$ cat src/hw/updi_macros.svh
// timing constants are in clk cycles, so they must be scaled to the clock the sequencer runs on
`ifndef UPDI_MACROS_SVH
`define UPDI_MACROS_SVH

// every UPDI frame opens with this byte
`define UPDI_SYNCH 8'h55

// wait after the reset signature and between SYS_STATUS polls
`define UPDI_RESET_DELAY_CLKS 100

// idle cycles allowed per awaited response byte
`define UPDI_RX_TIMEOUT_CLKS 200

// "NVMProg " as one word, sent least significant byte first
`define UPDI_KEY_NVMPROG 64'h4E564D50726F6720

`endif

$ cat src/hw/updi_proto_pkg.sv
// only the opcode fields used by LDCS/STCS/KEY/REPEAT and ST/LD pointer access are modelled
package updi_proto_pkg;

	// opcode class, held in bits 7:5 of the opcode byte
	typedef enum logic [2:0] {
		UPDI_LDS    = 3'd0,
		UPDI_LD     = 3'd1,
		UPDI_STS    = 3'd2,
		UPDI_ST     = 3'd3,
		UPDI_LDCS   = 3'd4,
		UPDI_REPEAT = 3'd5,
		UPDI_STCS   = 3'd6,
		UPDI_KEY    = 3'd7
	} updi_opc_e;

	// control/status access and pointer access decode the same byte differently
	typedef union packed {
		struct packed {
			updi_opc_e  opc;
			logic       rsvd;
			logic [3:0] cs_addr;
		} cs;
		struct packed {
			updi_opc_e  opc;
			logic       rsvd;
			logic [1:0] ptr;
			logic [1:0] size;
		} ptr;
	} updi_opcode_u;

	localparam int UPDI_MAX_OPERANDS = 8;

	// pointer modes and access sizes for LD/ST
	localparam logic [1:0] UPDI_PTR_INC = 2'b01;
	localparam logic [1:0] UPDI_PTR_REG = 2'b10;
	localparam logic [1:0] UPDI_SIZE_BYTE = 2'b00;
	localparam logic [1:0] UPDI_SIZE_WORD = 2'b01;

	function automatic updi_opcode_u cs_opcode(updi_opc_e opc, logic [3:0] addr);
		updi_opcode_u op;
		op.cs.opc = opc;
		op.cs.rsvd = 1'b0;
		op.cs.cs_addr = addr;
		return op;
	endfunction

	function automatic updi_opcode_u ptr_opcode(updi_opc_e opc, logic [1:0] ptr,
			logic [1:0] size);
		updi_opcode_u op;
		op.ptr.opc = opc;
		op.ptr.rsvd = 1'b0;
		op.ptr.ptr = ptr;
		op.ptr.size = size;
		return op;
	endfunction

endpackage

$ cat src/hw/updi_asi_pkg.sv
// register map follows the tinyAVR/megaAVR 0-series UPDI; other families may differ
package updi_asi_pkg;

	// control/status space
	localparam logic [3:0] ASI_STATUSA    = 4'h0;
	localparam logic [3:0] ASI_KEY_STATUS = 4'h7;
	localparam logic [3:0] ASI_RESET_REQ  = 4'h8;
	localparam logic [3:0] ASI_SYS_STATUS = 4'hB;

	localparam int KEY_NVMPROG_BIT = 4;
	localparam int SYS_NVMPROG_BIT = 3;

	localparam logic [7:0] RESET_SIGNATURE = 8'h59;
	localparam logic [15:0] SIGROW_BASE = 16'h1100;
	localparam int DEVICE_ID_BYTES = 3;

	// each step issues in *_REQ and waits for frame and reply in *_WAIT
	typedef enum logic [4:0] {
		SEQ_IDLE,
		SEQ_DB_START,
		SEQ_DB_WAIT,
		SEQ_STATUSA_REQ,
		SEQ_STATUSA_WAIT,
		SEQ_KEY_REQ,
		SEQ_KEY_WAIT,
		SEQ_KEYSTAT_REQ,
		SEQ_KEYSTAT_WAIT,
		SEQ_RST_SET_REQ,
		SEQ_RST_SET_WAIT,
		SEQ_RST_DELAY,
		SEQ_RST_CLR_REQ,
		SEQ_RST_CLR_WAIT,
		SEQ_SYS_REQ,
		SEQ_SYS_WAIT,
		SEQ_SYS_DELAY,
		SEQ_PTR_REQ,
		SEQ_PTR_WAIT,
		SEQ_RPT_REQ,
		SEQ_RPT_WAIT,
		SEQ_LD_REQ,
		SEQ_LD_WAIT
	} seq_state_e;

endpackage

$ cat src/hw/updi_sequencer.sv
// a failed check or rx_timeout pulses error and returns to idle; there is no automatic retry
`timescale 1ns/1ps
`include "updi_macros.svh"

module updi_sequencer (
	input  logic clk,
	input  logic rst,
	input  logic start,
	output logic busy,
	output logic done,
	output logic error,
	output logic [23:0] device_id,
	output logic double_break_start,
	input  logic double_break_done,
	output logic cmd_valid,
	output updi_proto_pkg::updi_opcode_u cmd_opcode,
	output logic [63:0] cmd_operands,
	output logic [3:0] cmd_operand_count,
	input  logic builder_ready,
	input  logic frame_sent,
	output logic rx_expect,
	output logic [1:0] rx_count,
	input  logic resp_valid,
	input  logic [7:0] resp_byte,
	input  logic resp_done,
	input  logic rx_timeout
);
	import updi_proto_pkg::*;
	import updi_asi_pkg::*;

	localparam int DELAY_W = $clog2(`UPDI_RESET_DELAY_CLKS + 1);

	seq_state_e state, wait_state;
	logic tx_pend, rx_pend, step_done;
	logic [DELAY_W-1:0] delay_cnt;
	logic [7:0] last_resp, chk_byte;
	logic is_req, nxt_rx;
	updi_opcode_u nxt_opcode;
	logic [63:0] nxt_operands;
	logic [3:0] nxt_count;
	logic [1:0] nxt_rx_count;

	assign busy = (state != SEQ_IDLE);
	assign double_break_start = (state == SEQ_DB_START);

	// a step ends once its frame is out and any reply has arrived
	assign step_done = !(tx_pend && !frame_sent) && !(rx_pend && !resp_done);
	assign chk_byte = resp_valid ? resp_byte : last_resp;

	// command issued from each request state
	always_comb begin
		is_req = 1'b1;
		nxt_opcode = cs_opcode(UPDI_LDCS, ASI_STATUSA);
		nxt_operands = '0;
		nxt_count = 4'd0;
		nxt_rx = 1'b0;
		nxt_rx_count = 2'd0;
		wait_state = SEQ_IDLE;
		case (state)
			SEQ_STATUSA_REQ: begin
				nxt_rx = 1'b1;
				nxt_rx_count = 2'd1;
				wait_state = SEQ_STATUSA_WAIT;
			end
			SEQ_KEY_REQ: begin
				nxt_opcode = cs_opcode(UPDI_KEY, 4'h0);
				nxt_operands = `UPDI_KEY_NVMPROG;
				nxt_count = 4'd8;
				wait_state = SEQ_KEY_WAIT;
			end
			SEQ_KEYSTAT_REQ: begin
				nxt_opcode = cs_opcode(UPDI_LDCS, ASI_KEY_STATUS);
				nxt_rx = 1'b1;
				nxt_rx_count = 2'd1;
				wait_state = SEQ_KEYSTAT_WAIT;
			end
			SEQ_RST_SET_REQ, SEQ_RST_CLR_REQ: begin
				nxt_opcode = cs_opcode(UPDI_STCS, ASI_RESET_REQ);
				nxt_operands[7:0] = (state == SEQ_RST_SET_REQ) ? RESET_SIGNATURE : 8'h00;
				nxt_count = 4'd1;
				wait_state = (state == SEQ_RST_SET_REQ) ? SEQ_RST_SET_WAIT : SEQ_RST_CLR_WAIT;
			end
			SEQ_SYS_REQ: begin
				nxt_opcode = cs_opcode(UPDI_LDCS, ASI_SYS_STATUS);
				nxt_rx = 1'b1;
				nxt_rx_count = 2'd1;
				wait_state = SEQ_SYS_WAIT;
			end
			SEQ_PTR_REQ: begin
				// pointer load is a word, low byte first
				nxt_opcode = ptr_opcode(UPDI_ST, UPDI_PTR_REG, UPDI_SIZE_WORD);
				nxt_operands[15:0] = SIGROW_BASE;
				nxt_count = 4'd2;
				wait_state = SEQ_PTR_WAIT;
			end
			SEQ_RPT_REQ: begin
				nxt_opcode = cs_opcode(UPDI_REPEAT, 4'h0);
				nxt_operands[7:0] = 8'(DEVICE_ID_BYTES - 1);
				nxt_count = 4'd1;
				wait_state = SEQ_RPT_WAIT;
			end
			SEQ_LD_REQ: begin
				nxt_opcode = ptr_opcode(UPDI_LD, UPDI_PTR_INC, UPDI_SIZE_BYTE);
				nxt_rx = 1'b1;
				nxt_rx_count = 2'(DEVICE_ID_BYTES);
				wait_state = SEQ_LD_WAIT;
			end
			default: is_req = 1'b0;
		endcase
	end

	always_ff @(posedge clk) begin
		if (is_req && builder_ready) begin
			cmd_opcode <= nxt_opcode;
			cmd_operands <= nxt_operands;
			cmd_operand_count <= nxt_count;
			rx_count <= nxt_rx_count;
		end
		if (resp_valid) begin
			last_resp <= resp_byte;
		end
	end

	always_ff @(posedge clk) begin
		cmd_valid <= 1'b0;
		rx_expect <= 1'b0;
		done <= 1'b0;
		error <= 1'b0;
		if (rst) begin
			state <= SEQ_IDLE;
			tx_pend <= 1'b0;
			rx_pend <= 1'b0;
			delay_cnt <= '0;
			device_id <= '0;
		end else begin
			if (frame_sent) begin
				tx_pend <= 1'b0;
			end
			if (resp_done) begin
				rx_pend <= 1'b0;
			end
			if (delay_cnt != '0) begin
				delay_cnt <= delay_cnt - 1'b1;
			end
			if (rx_timeout) begin
				error <= 1'b1;
				state <= SEQ_IDLE;
			end else if (is_req) begin
				if (builder_ready) begin
					cmd_valid <= 1'b1;
					rx_expect <= nxt_rx;
					tx_pend <= 1'b1;
					rx_pend <= nxt_rx;
					state <= wait_state;
				end
			end else begin
				case (state)
					SEQ_IDLE: begin
						if (start) begin
							device_id <= '0;
							state <= SEQ_DB_START;
						end
					end
					SEQ_DB_START: state <= SEQ_DB_WAIT;
					SEQ_DB_WAIT: begin
						if (double_break_done) begin
							state <= SEQ_STATUSA_REQ;
						end
					end
					SEQ_STATUSA_WAIT: begin
						// a dead link reads back as zero
						if (step_done) begin
							state <= (chk_byte != 8'h00) ? SEQ_KEY_REQ : SEQ_IDLE;
							error <= (chk_byte == 8'h00);
						end
					end
					SEQ_KEY_WAIT: begin
						if (step_done) begin
							state <= SEQ_KEYSTAT_REQ;
						end
					end
					SEQ_KEYSTAT_WAIT: begin
						if (step_done) begin
							state <= chk_byte[KEY_NVMPROG_BIT] ? SEQ_RST_SET_REQ : SEQ_IDLE;
							error <= !chk_byte[KEY_NVMPROG_BIT];
						end
					end
					SEQ_RST_SET_WAIT: begin
						if (step_done) begin
							delay_cnt <= DELAY_W'(`UPDI_RESET_DELAY_CLKS - 1);
							state <= SEQ_RST_DELAY;
						end
					end
					SEQ_RST_DELAY: begin
						if (delay_cnt == '0) begin
							state <= SEQ_RST_CLR_REQ;
						end
					end
					SEQ_RST_CLR_WAIT: begin
						if (step_done) begin
							state <= SEQ_SYS_REQ;
						end
					end
					SEQ_SYS_WAIT: begin
						// poll until the target reports NVM programming mode
						if (step_done) begin
							if (chk_byte[SYS_NVMPROG_BIT]) begin
								state <= SEQ_PTR_REQ;
							end else begin
								delay_cnt <= DELAY_W'(`UPDI_RESET_DELAY_CLKS - 1);
								state <= SEQ_SYS_DELAY;
							end
						end
					end
					SEQ_SYS_DELAY: begin
						if (delay_cnt == '0) begin
							state <= SEQ_SYS_REQ;
						end
					end
					SEQ_PTR_WAIT: begin
						if (step_done) begin
							state <= SEQ_RPT_REQ;
						end
					end
					SEQ_RPT_WAIT: begin
						if (step_done) begin
							state <= SEQ_LD_REQ;
						end
					end
					SEQ_LD_WAIT: begin
						// first byte read ends up most significant
						if (resp_valid) begin
							device_id <= {device_id[15:0], resp_byte};
						end
						if (step_done) begin
							done <= 1'b1;
							state <= SEQ_IDLE;
						end
					end
					default: state <= SEQ_IDLE;
				endcase
			end
		end
	end

	// the frame builder takes a command only while it is ready
	assert property (@(posedge clk) disable iff (rst) cmd_valid |-> builder_ready);

endmodule

$ cat src/hw/updi_frame_builder.sv
// assumes the TX FIFO accepts a write in any cycle where tx_full is low; no ACK is checked
`timescale 1ns/1ps
`include "updi_macros.svh"

module updi_frame_builder (
	input  logic clk,
	input  logic rst,
	input  logic cmd_valid,
	input  updi_proto_pkg::updi_opcode_u cmd_opcode,
	input  logic [63:0] cmd_operands,
	input  logic [3:0] cmd_operand_count,
	output logic builder_ready,
	output logic frame_sent,
	output logic [7:0] tx_data,
	output logic tx_wr_en,
	input  logic tx_full
);
	import updi_proto_pkg::*;

	logic active;
	logic [3:0] idx, last_idx;
	updi_opcode_u opcode_q;
	logic [63:0] operands_q;
	logic [3:0] count_q;

	assign builder_ready = !active;
	assign tx_wr_en = active && !tx_full;

	// byte 0 is SYNCH, byte 1 the opcode, the rest are operands
	assign last_idx = count_q + 4'd1;

	always_comb begin
		case (idx)
			4'd0: tx_data = `UPDI_SYNCH;
			4'd1: tx_data = opcode_q;
			default: tx_data = operands_q[7:0];
		endcase
	end

	always_ff @(posedge clk) begin
		frame_sent <= 1'b0;
		if (rst) begin
			active <= 1'b0;
			idx <= 4'd0;
		end else if (!active) begin
			if (cmd_valid) begin
				active <= 1'b1;
				idx <= 4'd0;
			end
		end else if (tx_wr_en) begin
			idx <= idx + 4'd1;
			if (idx == last_idx) begin
				active <= 1'b0;
				frame_sent <= 1'b1;
			end
		end
	end

	// operands shift out lowest byte first
	always_ff @(posedge clk) begin
		if (cmd_valid && !active) begin
			opcode_q <= cmd_opcode;
			operands_q <= cmd_operands;
			count_q <= cmd_operand_count;
		end else if (tx_wr_en && idx >= 4'd2) begin
			operands_q <= operands_q >> 8;
		end
	end

	// a stalled byte stays on tx_data until the FIFO takes it
	assert property (@(posedge clk) disable iff (rst) active && tx_full |=> $stable(tx_data));
	assert property (@(posedge clk) disable iff (rst)
		cmd_valid |-> cmd_operand_count <= UPDI_MAX_OPERANDS);

endmodule

$ cat src/hw/updi_rx_collector.sv
// RX FIFO must present read data the cycle after rx_rd_en; a timeout drops the rest of the reply
`timescale 1ns/1ps
`include "updi_macros.svh"

module updi_rx_collector (
	input  logic clk,
	input  logic rst,
	input  logic rx_expect,
	input  logic [1:0] rx_count,
	input  logic [7:0] rx_data,
	output logic rx_rd_en,
	input  logic rx_empty,
	output logic resp_valid,
	output logic [7:0] resp_byte,
	output logic resp_done,
	output logic rx_timeout
);
	localparam int IDLE_W = $clog2(`UPDI_RX_TIMEOUT_CLKS + 1);

	// armed while bytes are still owed
	logic [1:0] rd_left;
	logic [IDLE_W-1:0] idle_cnt;

	assign rx_rd_en = (rd_left != 2'd0) && !rx_empty;
	assign resp_byte = rx_data;

	always_ff @(posedge clk) begin
		resp_valid <= 1'b0;
		resp_done <= 1'b0;
		rx_timeout <= 1'b0;
		if (rst) begin
			rd_left <= 2'd0;
			idle_cnt <= '0;
		end else if (rx_expect) begin
			rd_left <= rx_count;
			idle_cnt <= '0;
		end else if (rx_rd_en) begin
			resp_valid <= 1'b1;
			resp_done <= (rd_left == 2'd1);
			rd_left <= rd_left - 2'd1;
			idle_cnt <= '0;
		end else if (rd_left != 2'd0) begin
			// the idle window restarts with every byte
			if (idle_cnt == IDLE_W'(`UPDI_RX_TIMEOUT_CLKS - 1)) begin
				rx_timeout <= 1'b1;
				rd_left <= 2'd0;
			end else begin
				idle_cnt <= idle_cnt + 1'b1;
			end
		end
	end

	// a new reply is awaited only once the previous one has ended
	assert property (@(posedge clk) disable iff (rst) rx_expect |-> rd_left == 2'd0);

endmodule

$ cat src/hw/updi_programmer_top.sv
// the UART PHY and double-break generator sit outside; only their FIFO and pulse ports are here
`timescale 1ns/1ps

module updi_programmer_top (
	input  logic clk,
	input  logic rst,
	input  logic start,
	output logic busy,
	output logic done,
	output logic error,
	output logic [23:0] device_id,
	output logic double_break_start,
	input  logic double_break_done,
	output logic [7:0] tx_data,
	output logic tx_wr_en,
	input  logic tx_full,
	input  logic [7:0] rx_data,
	output logic rx_rd_en,
	input  logic rx_empty
);
	import updi_proto_pkg::*;

	logic cmd_valid, builder_ready, frame_sent;
	updi_opcode_u cmd_opcode;
	logic [63:0] cmd_operands;
	logic [3:0] cmd_operand_count;
	logic rx_expect, resp_valid, resp_done, rx_timeout;
	logic [1:0] rx_count;
	logic [7:0] resp_byte;

	updi_sequencer sequencer (
		.clk(clk),
		.rst(rst),
		.start(start),
		.busy(busy),
		.done(done),
		.error(error),
		.device_id(device_id),
		.double_break_start(double_break_start),
		.double_break_done(double_break_done),
		.cmd_valid(cmd_valid),
		.cmd_opcode(cmd_opcode),
		.cmd_operands(cmd_operands),
		.cmd_operand_count(cmd_operand_count),
		.builder_ready(builder_ready),
		.frame_sent(frame_sent),
		.rx_expect(rx_expect),
		.rx_count(rx_count),
		.resp_valid(resp_valid),
		.resp_byte(resp_byte),
		.resp_done(resp_done),
		.rx_timeout(rx_timeout)
	);

	updi_frame_builder frame_builder (
		.clk(clk),
		.rst(rst),
		.cmd_valid(cmd_valid),
		.cmd_opcode(cmd_opcode),
		.cmd_operands(cmd_operands),
		.cmd_operand_count(cmd_operand_count),
		.builder_ready(builder_ready),
		.frame_sent(frame_sent),
		.tx_data(tx_data),
		.tx_wr_en(tx_wr_en),
		.tx_full(tx_full)
	);

	updi_rx_collector rx_collector (
		.clk(clk),
		.rst(rst),
		.rx_expect(rx_expect),
		.rx_count(rx_count),
		.rx_data(rx_data),
		.rx_rd_en(rx_rd_en),
		.rx_empty(rx_empty),
		.resp_valid(resp_valid),
		.resp_byte(resp_byte),
		.resp_done(resp_done),
		.rx_timeout(rx_timeout)
	);

endmodule

$ cat config.mk
export PLATFORM = sky130hd
export DESIGN_NAME = updi_programmer_top
export DESIGN_NICKNAME = d
export VERILOG_FILES = /design/src/hw/updi_proto_pkg.sv /design/src/hw/updi_asi_pkg.sv /design/src/hw/updi_sequencer.sv /design/src/hw/updi_frame_builder.sv /design/src/hw/updi_rx_collector.sv /design/src/hw/updi_programmer_top.sv
export VERILOG_INCLUDE_DIRS = /design/src /design/src/hw
export SDC_FILE = /design/constraint.sdc
export NUM_CORES = 1
export LEC_CHECK = 0
export BUFFER_PORTS_ARGS = -buffer_cell sky130_fd_sc_hd__buf_2
export CORE_UTILIZATION = 35
export DETAILED_ROUTE_END_ITERATION = 6
export PLACE_DENSITY = 0.6
export SYNTH_ARGS = -nofsm -noshare
export SYNTH_HDL_FRONTEND = slang
export SYNTH_SLANG_ARGS = --single-unit
$ cat constraint.sdc
create_clock -name clk -period 2.8 [get_ports clk]
set_input_delay 0.14 -clock clk [delete_from_list [all_inputs] [get_ports clk]]
set_output_delay 0.14 -clock clk [all_outputs]
set_load 0.1 [all_outputs]
After elaboration in Yosys (flattened, before gate mapping)
Cells that the tools add are included.

word-level totals
  logic and storage cells = 203
  output and inout port bits = 38
  input bits = 14
  register bits = 223

cells by class
  reductions and logical operators = 48
  eq/ne operators = 43
  multiplexer cells = 73
  $add $sub $neg = 5
  bitwise gates (word level) = 8
  magnitude comparators = 1

operators by type and width
  kind                number
  $mux 64             2
  $mux 5              15
  $pmux 5 s14         1
  $pmux 8 s7          1
  $mux 7              7
  $mux 24             2
  $pmux 24 s2         1
  $mux 47             1
  $eq 5x4->1 const B  8
  $pmux 5 s8          1
  $eq 5x5->1 const B  7
  $ne 3x1->1 const B  11
  $pmux 7 s2          2
  $mux 1              24
  $pmux 8 s3          1
  $eq 5x3->1 const B  4
  $reduce_or 3->1     6
  $mux 4              4
  $pmux 8 s2          1
  $reduce_or 4->1     4
  $reduce_and 14->1   1
  $pmux 4 s3          1
  $eq 5x2->1 const B  2
  $reduce_or 9->1     1
  other kinds (33)    70

Logic depth before layout (Yosys ltp)
Gate-level depths: netlist of the first run.

  depth in word-level cells = 8
  gate-level depth with buffers = 8
  depth with buffers taken out = 6

Cells and area by module
A second synthesis of the first run with hierarchy kept.

second synthesis, totals
  cells, all modules = 815
  area, all modules = 7930.1 µm²

by module, submodules not included
  module              sequential area each (µm²)  cells an instance  area an instance (µm²)  times used
  updi_sequencer      1481.4                      411                3704.8                  1
  updi_frame_builder  2402.3                      326                3522.1                  1
  updi_rx_collector   260.2                       78                 703.2                   1

Least setup slack after synthesis of the first run
No wires, ideal clock.

  path kind = register -> output
  start = register sequencer.state[4]
  end = output double_break_start
  cell stages (with the launch flop) = 6
  slack = -1.210 ns
  arrival = 3.870 ns
  path buffers = 4
  required time = 2.660 ns
  cell sequence = dfxtp_1 > buf_4 > buf_2 > clkbuf_1 > buf_1 > nor4_1

between the ends
  word-level cells in the longest chain between the ends = 1

ends and longest elaborated chain
  element                 RTL line                   RTL
  start, declared         updi_sequencer.sv:33       seq_state_e state, wait_state;
  start signal, assigned  updi_sequencer.sv:154      state <= wait_state;
  start signal, assigned  updi_sequencer.sv:173      state <= (chk_byte != 8'h00) ? SEQ_KEY_REQ : SEQ_IDLE;
  start signal, assigned  updi_sequencer.sv:184      state <= chk_byte[KEY_NVMPROG_BIT] ? SEQ_RST_SET_REQ : SEQ_IDLE;
  $eq 5x1->1              updi_sequencer.sv:44       assign double_break_start = (state == SEQ_DB_START);
  end, declared           updi_programmer_top.sv:12  output logic double_break_start,

No other way between the ends.

Final worst setup path of the first run
  start = register frame_builder.idx[1]
  end = output tx_data[5]

between the ends
  word-level cells in the longest chain between the ends = 2
  elaborated cells between the ends (all ways) = 3
  classes of those cells = eq/ne (1); mux (1); reduce/logical (1)

ends and longest elaborated chain
  element                                               RTL line                   RTL
  start, declared                                       updi_frame_builder.sv:21   logic [3:0] idx, last_idx;
  start signal, assigned                                updi_frame_builder.sv:51   idx <= idx + 4'd1;
  $eq 4x1->1 / $logic_not 4->1 (equally long branches)  updi_frame_builder.sv:33   case (idx)
  $pmux 8 s2 *                                          updi_frame_builder.sv:33
  end, declared                                         updi_programmer_top.sv:14  output logic [7:0] tx_data,

Every way passes the cells marked *; elsewhere a longest branch is shown, timed or not.

==> run summary, run 1 <==
Wirelength per Cell = 14.3 um
Reg2reg start = sequencer.state[2]
Tcrit/Tclk final = 84.2%
Reg area = 0.00327 mm^2
Placement Rows = 47
Async SR Flop Fraction = 0%
Htree depth = 4
DP Wirelength = 8580 um
Diodes inserted = 0
Clock Power Share = 34.2%
PD cells = 947 mW/mm^2
Core Area = 0.0166 mm^2
Initial Utilization = 36.0%
Port-buffer cells = 51
Layout Skew = 8.49 ps
Comb pwr share = 28.0%
Pins Over Slew Limit = 0
HP Class = in -> reg
Synth top cells by count = nand2_1, dfxtp_1, edfxtp_1
Slowest stage delay, CP = 450 ps
Final TNS setup = 0 ps
Fmax = 424 MHz
Worst-path fanout max = 7
Final Cell Area = 0.00712 mm^2
Result of the run = completed
Tot GR Track Use = 14.9%
Via/cell ratio = 5.05
Flops & latches, synth = 132
EDFF count, synth = 63
Peak VDD IR = 510 uV
Initial drt markers = 262
Share of cells above drive strength 1 = 18.5%
Top FF cell, synth = dfxtp_1
CTS tree = yes
Placed inst area = 0.00643 mm^2
Sequential area share after synthesis = 54.9%
Worst-Skew Late Latency = 420 ps
Hold depth = 3
RSZ-0062 raised after global routing = false
Crit-path slowest cell = dfxtp_1
Final setup viols = 0
Pre-antenna DRT Iters = 5
Initial antenna violation count = 0
Cell Area, Synth = 0.00597 mm^2
Internal = 4520 uW
Yosys top cell area share = 31.7%
Sw Ratio = 32.9%
Area added between synthesis and finish = 19.4%
Synth top area cells = edfxtp_1, dfxtp_1, nand2_1
Die Width = 133 um
Final net count = 660
Setup crit start kind = register
Via count = 4391
Cell count after synthesis = 581
Post-CTS setup buffers = 0
Full die area = 0.0176 mm^2
Clk sinks = 132
Mean post-synth cell area = 10.3 um^2
First-pass GRT wire length = 20600 um
CTS buffer count = 17
Worst r2r dst = sequencer.cmd_operands[14]
Sequential share of power = 37.8%
Largest net degree at the start of global routing = 49
Multi-input logic area = 0.00246 mm^2
Routability Congestion = 0.866
Kind of critical path = reg -> out
Slew @ Worst Pin = 786 ps
Slew HR = 47.6%
Max_cap viols = 0
Syn. warnings = 0
Count leader, synth = nand2_1
Root buffer selected by CTS = clkbuf_16
Biggest area consumer among synthesized cells = edfxtp_1
WHS Endpoint = sequencer.device_id[4]
R2r setup slk = 520 ps
Gr ovfl total = 0
Filler cells = 1571
CP Data Arrival Time = 2220 ps
Residual DRC = 0
P_leak = 0.00270 uW
Final min period = 2360 ps
# IOs = 52
Critical Path Sink Type = output pin
Critical Path RT = 2660 ps
Synth unique cells = 68
Final Hold Slack = 21.8 ps
Chip height = 133 um
Vias in the first global route = 4142
HP Start = rx_data[4]
Reg clk slew, reported paths = 50 ps
Routed WL = 12400 um
Net Switching = 2220 uW
Final hold vios = 0
DRT antenna net count = 0
Mapped Nets = 605
Clock buffer depth = 2
Crit path cell chain = inv_1, ha_1, o21ai_0, a32o_1, buf_2
Worst Reg-to-Reg Cells = 5
critical path, delay by kind of cell, from the launching register on:
family	cells	cell delay, ps
buffers and inverters	2	540
AOI/OAI and AO/OA	2	510
DFF	1	450
adders and majority gates	1	290
power by group through the flow:
stage	clock, uW	combinational (uW)	sequential [uW]
finish	2310	1890	2550
detailed placement	0	1880	2590
global route	2440	2060	2590
global placement	0	1830	2570
floorplan	0	1610	2510
CTS	2360	1890	2550
how the worst max path moves through the flow:
stage / from / endpoint
2_1_floorplan: rx_collector.rd_left[0] / rx_collector.rx_timeout
3_3_place_gp: sequencer.state[2] / sequencer.cmd_opcode[7]
3_5_place_dp: sequencer.state[2] / sequencer.cmd_opcode[2]
4_1_cts: frame_builder.idx[1] / tx_data[5]
5_1_grt: frame_builder.idx[1] / tx_data[5]
6_report: frame_builder.idx[1] / tx_data[5]
routing by layer:
metal / GRT usage, % / part of all wire (%)
met1: 18.3 / 46
met2: 24.6 / 48
met3: 4.10 / 3.9
met4: 6.39 / 1.6
met5: 0 / 0
timing repair:
item / 4_1_cts / 5_1_grt
resized for setup: 0 / 0
hold buffers: 8 / 0
hold endpoints to repair: 11 / 0
flip-flops by register name, indices dropped and copies added (netlist names), 2 cells and up:
| signal | flops |
|---|---|
| frame_builder.count_q | 3 |
| frame_builder.idx | 4 |
| frame_builder.opcode_q | 7 |
| frame_builder.operands_q | 36 |
| rx_collector.idle_cnt | 8 |
| rx_collector.rd_left | 2 |
| sequencer.cmd_opcode | 7 |
| sequencer.cmd_operand_count | 3 |
| sequencer.cmd_operands | 5 |
| sequencer.delay_cnt | 7 |
| sequencer.device_id | 24 |
| sequencer.last_resp | 8 |
| sequencer.rx_count | 2 |
| sequencer.state | 5 |
through the flow:
step	utilization (%)	worst slack [ps]	instances	total power, uW
floorplan	-	87.5	581	4120
global placement	38.8	636	829	4410
detailed placement	38.8	545	829	4460
CTS	43.0	429	869	6800
global route	43.0	252	869	7080
finish	43.0	442	869	6740
cell families after synthesis:
| logic type | count (synthesis) | share of synthesized area, % |
|---|---|---|
| compound gates | 98 | 11.9 |
| mux | 15 | 2.66 |
| xor+xnor | 17 | 2.50 |
| buf+inv | 53 | 4.24 |
| fa+ha+maj | 11 | 2.27 |
| flops | 132 | 54.9 |
| simple gates | 255 | 21.6 |
cell usage in the layout, fill, tap and decap left out, types with 5 or more instances in the layout:
cell type,count
nand2_1,73
xnor2_1,9
inv_1,17
or2_2,7
nor3_1,14
dfxtp_1,69
dlygate4sd3_1,8
o21ai_0,7
nand3_1,35
o32a_1,5
nor4_1,6
xor2_1,8
edfxtp_1,63
nand2b_1,34
nor2_1,38
a21oi_1,37
clkbuf_16,17
and3_1,6
mux2_2,7
nor2b_1,19
buf_2,51
buf_4,13
ha_1,10
mux2i_1,8
area by class of cell:
class | count | area share (%)
clock buffers | 20 | 6.13
clock inverters | 12 | 2.51
inverters | 17 | 0.896
multi-input cells | 396 | 34.6
flip-flops and latches | 132 | 46.0
well taps | 220 | 3.86
repair buffers | 72 | 6.08
Power figures use the tool's default switching activity.
==> run 2, diff against run 1 <==
- PLACE_DENSITY: 0.6 -> 0.61
- clock period: 2.8 -> 2.15 ns (I/O delays scaled with it)
==> run summary, run 2 (synthesis gave the netlist of run 1 again) <==
Layout Skew = 5.08 ps
DP Wirelength = 9120 um
CTS buffer count = 17
Via count = 4482
Sequential share of power = 36.4%
RSZ-0062 raised after global routing = true
Pre-antenna DRT Iters = 7
Clock buffer depth = 2
Crit-path slowest cell = dfxtp_1
Placement Rows = 47
Residual DRC = 0
Slew HR = 57.9%
Setup crit end = sequencer.state[3]
Internal = 6060 uW
Most frequent cells in the layout = nand2_1, dfxtp_1, edfxtp_1
Tot GR Track Use = 15.9%
DRT antenna net count = 0
Worst Reg-to-Reg Cells = 6
Die Width = 133 um
WP buf/inv = 1
Peak VDD IR = 908 uV
Power Total = 9100 uW
Clock Power Share = 32.5%
Cell count along the critical path = 6
Core Area = 0.0166 mm^2
Routability Congestion = 0.835
Filler cells = 1569
PD cells = 1230 mW/mm^2
Chip height = 133 um
Final min period = 2080 ps
Gr ovfl total = 0
Final hold vios = 0
R2r setup slk = 70 ps
Largest net degree at the start of global routing = 49
Worst-path fanout max = 17
Net Switching = 3040 uW
Crit path cell chain = buf_12, or4b_4, a21oi_2, a32oi_2, a21boi_2, mux2i_1
Tcrit/Tclk final = 96.5%
Max_cap viols = 0
Via/cell ratio = 5.04
Final setup viols = 0
Reg area = 0.00328 mm^2
Critical Path Sink Type = register
Setup crit start kind = register
Sw Ratio = 33.4%
First-pass GRT wire length = 21600 um
Largest Register = frame_builder.operands_q
HP Start = tx_full
Initial Utilization = 36.0%
Delay-heaviest family, CP = compound AO/OA/AOI/OAI gates
CP Data Arrival Time = 2420 ps
Port-buffer cells = 51
Comb pwr share = 31.1%
Most common cell after layout, fill and taps aside = nand2_1
Htree depth = 4
Result of the run = completed
Critical Path RT = 2490 ps
Wirelength per Cell = 14.7 um
Vias in the first global route = 4290
# IOs = 52
Reg2reg start = sequencer.state[4]
Initial drt markers = 295
Fmax = 482 MHz
Clk sinks = 132
P_leak = 0.00282 uW
Reg clk slew, reported paths = 60 ps
Share of cells above drive strength 1 = 22.1%
Max reg flops = 36
Area added between synthesis and finish = 23.7%
Post-CTS setup buffers = 0
Worst-Skew Late Latency = 420 ps
Final net count = 680
Biggest regs = frame_builder.operands_q (36), sequencer.device_id (24)
Slowest stage delay, CP = 510 ps
Kind of critical path = reg -> reg
Final TNS setup = 0 ps
Full die area = 0.0176 mm^2
CTS tree = yes
Slew @ Worst Pin = 630 ps
Diodes inserted = 0
Initial antenna violation count = 0
Root buffer selected by CTS = clkbuf_16
Worst r2r dst = sequencer.state[3]
HP Class = in -> reg
Pins Over Slew Limit = 0
CP Launch Point = sequencer.state[4]
Multi-input logic area = 0.00249 mm^2
Routed WL = 13100 um
==> run 2: how the worst min path moves through the flow <==
stage                                    end  slack, ps  depth (start not counted)
floorplan            rx_collector.resp_valid        190                          1
detailed placement   rx_collector.resp_valid        380                          2
global placement      sequencer.last_resp[0]        390                          2
finish              frame_builder.frame_sent         50                          4
CTS                 frame_builder.frame_sent         30                          4
global route        frame_builder.frame_sent         50                          4
==> run 2: repair_timing <==
item | 4_1_cts | 5_1_grt
hold endpoints to repair | 18 | 0
gates resized for setup | 4 | 10
pin swaps | 0 | 1
setup endpoints to repair | 3 | 54
hold buffers | 11 | 0
==> run 2: metal layers <==
layer | vias to the layer above | track usage [%] | part of all wire [%]
met1 | 2154 | 19.9 | 46
met3 | 18 | 4.48 | 4.2
met5 | - | 0 | 0
li1 | 2211 | - | -
met2 | 99 | 25.7 | 48
met4 | 0 | 6.51 | 1.5
==> run 2: through the flow <==
| step | hold WS (ps) | cell area, um^2 | cells | setup WS, ps | utilization (%) |
|---|---|---|---|---|---|
| 2_1_floorplan | 187 | 6000 | 581 | -21.9 | - |
| 3_3_place_gp | 387 | 6630 | 846 | 143 | 40.0 |
| 3_5_place_dp | 384 | 6630 | 846 | 98.2 | 40.0 |
| 4_1_cts | 32.8 | 7360 | 889 | 1.96 | 44.4 |
| 5_1_grt | 54.7 | 7380 | 889 | -23.4 | 44.5 |
| 6_report | 46.1 | 7380 | 889 | 75.0 | 44.5 |
==> run 2: worst register-to-register path: cells and delay by family, from the launching register on <==
family	cells	cell delay (ps)
AOI/OAI and AO/OA	3	560
buffers and inverters	1	190
muxes	1	240
DFF	1	510
and+or+nand+nor	1	490
==> run 2: cell type report <==
class                      count  share of cell area (%)
clock buffer                  17                    5.76
clock inverter                15                    2.46
inverter                      17                   0.864
multi-input combinational    396                    33.7
sequential                   132                    44.4
tap                          220                    3.73
timing repair buffer          92                    9.12
==> run 2: power by group through the flow <==
stage	sequential (uW)	clock, uW	combinational [uW]
global route	3360	3140	3080
detailed placement	3360	0	2780
floorplan	3270	0	2110
CTS	3310	3010	2830
finish	3310	2950	2830
global placement	3350	0	2720
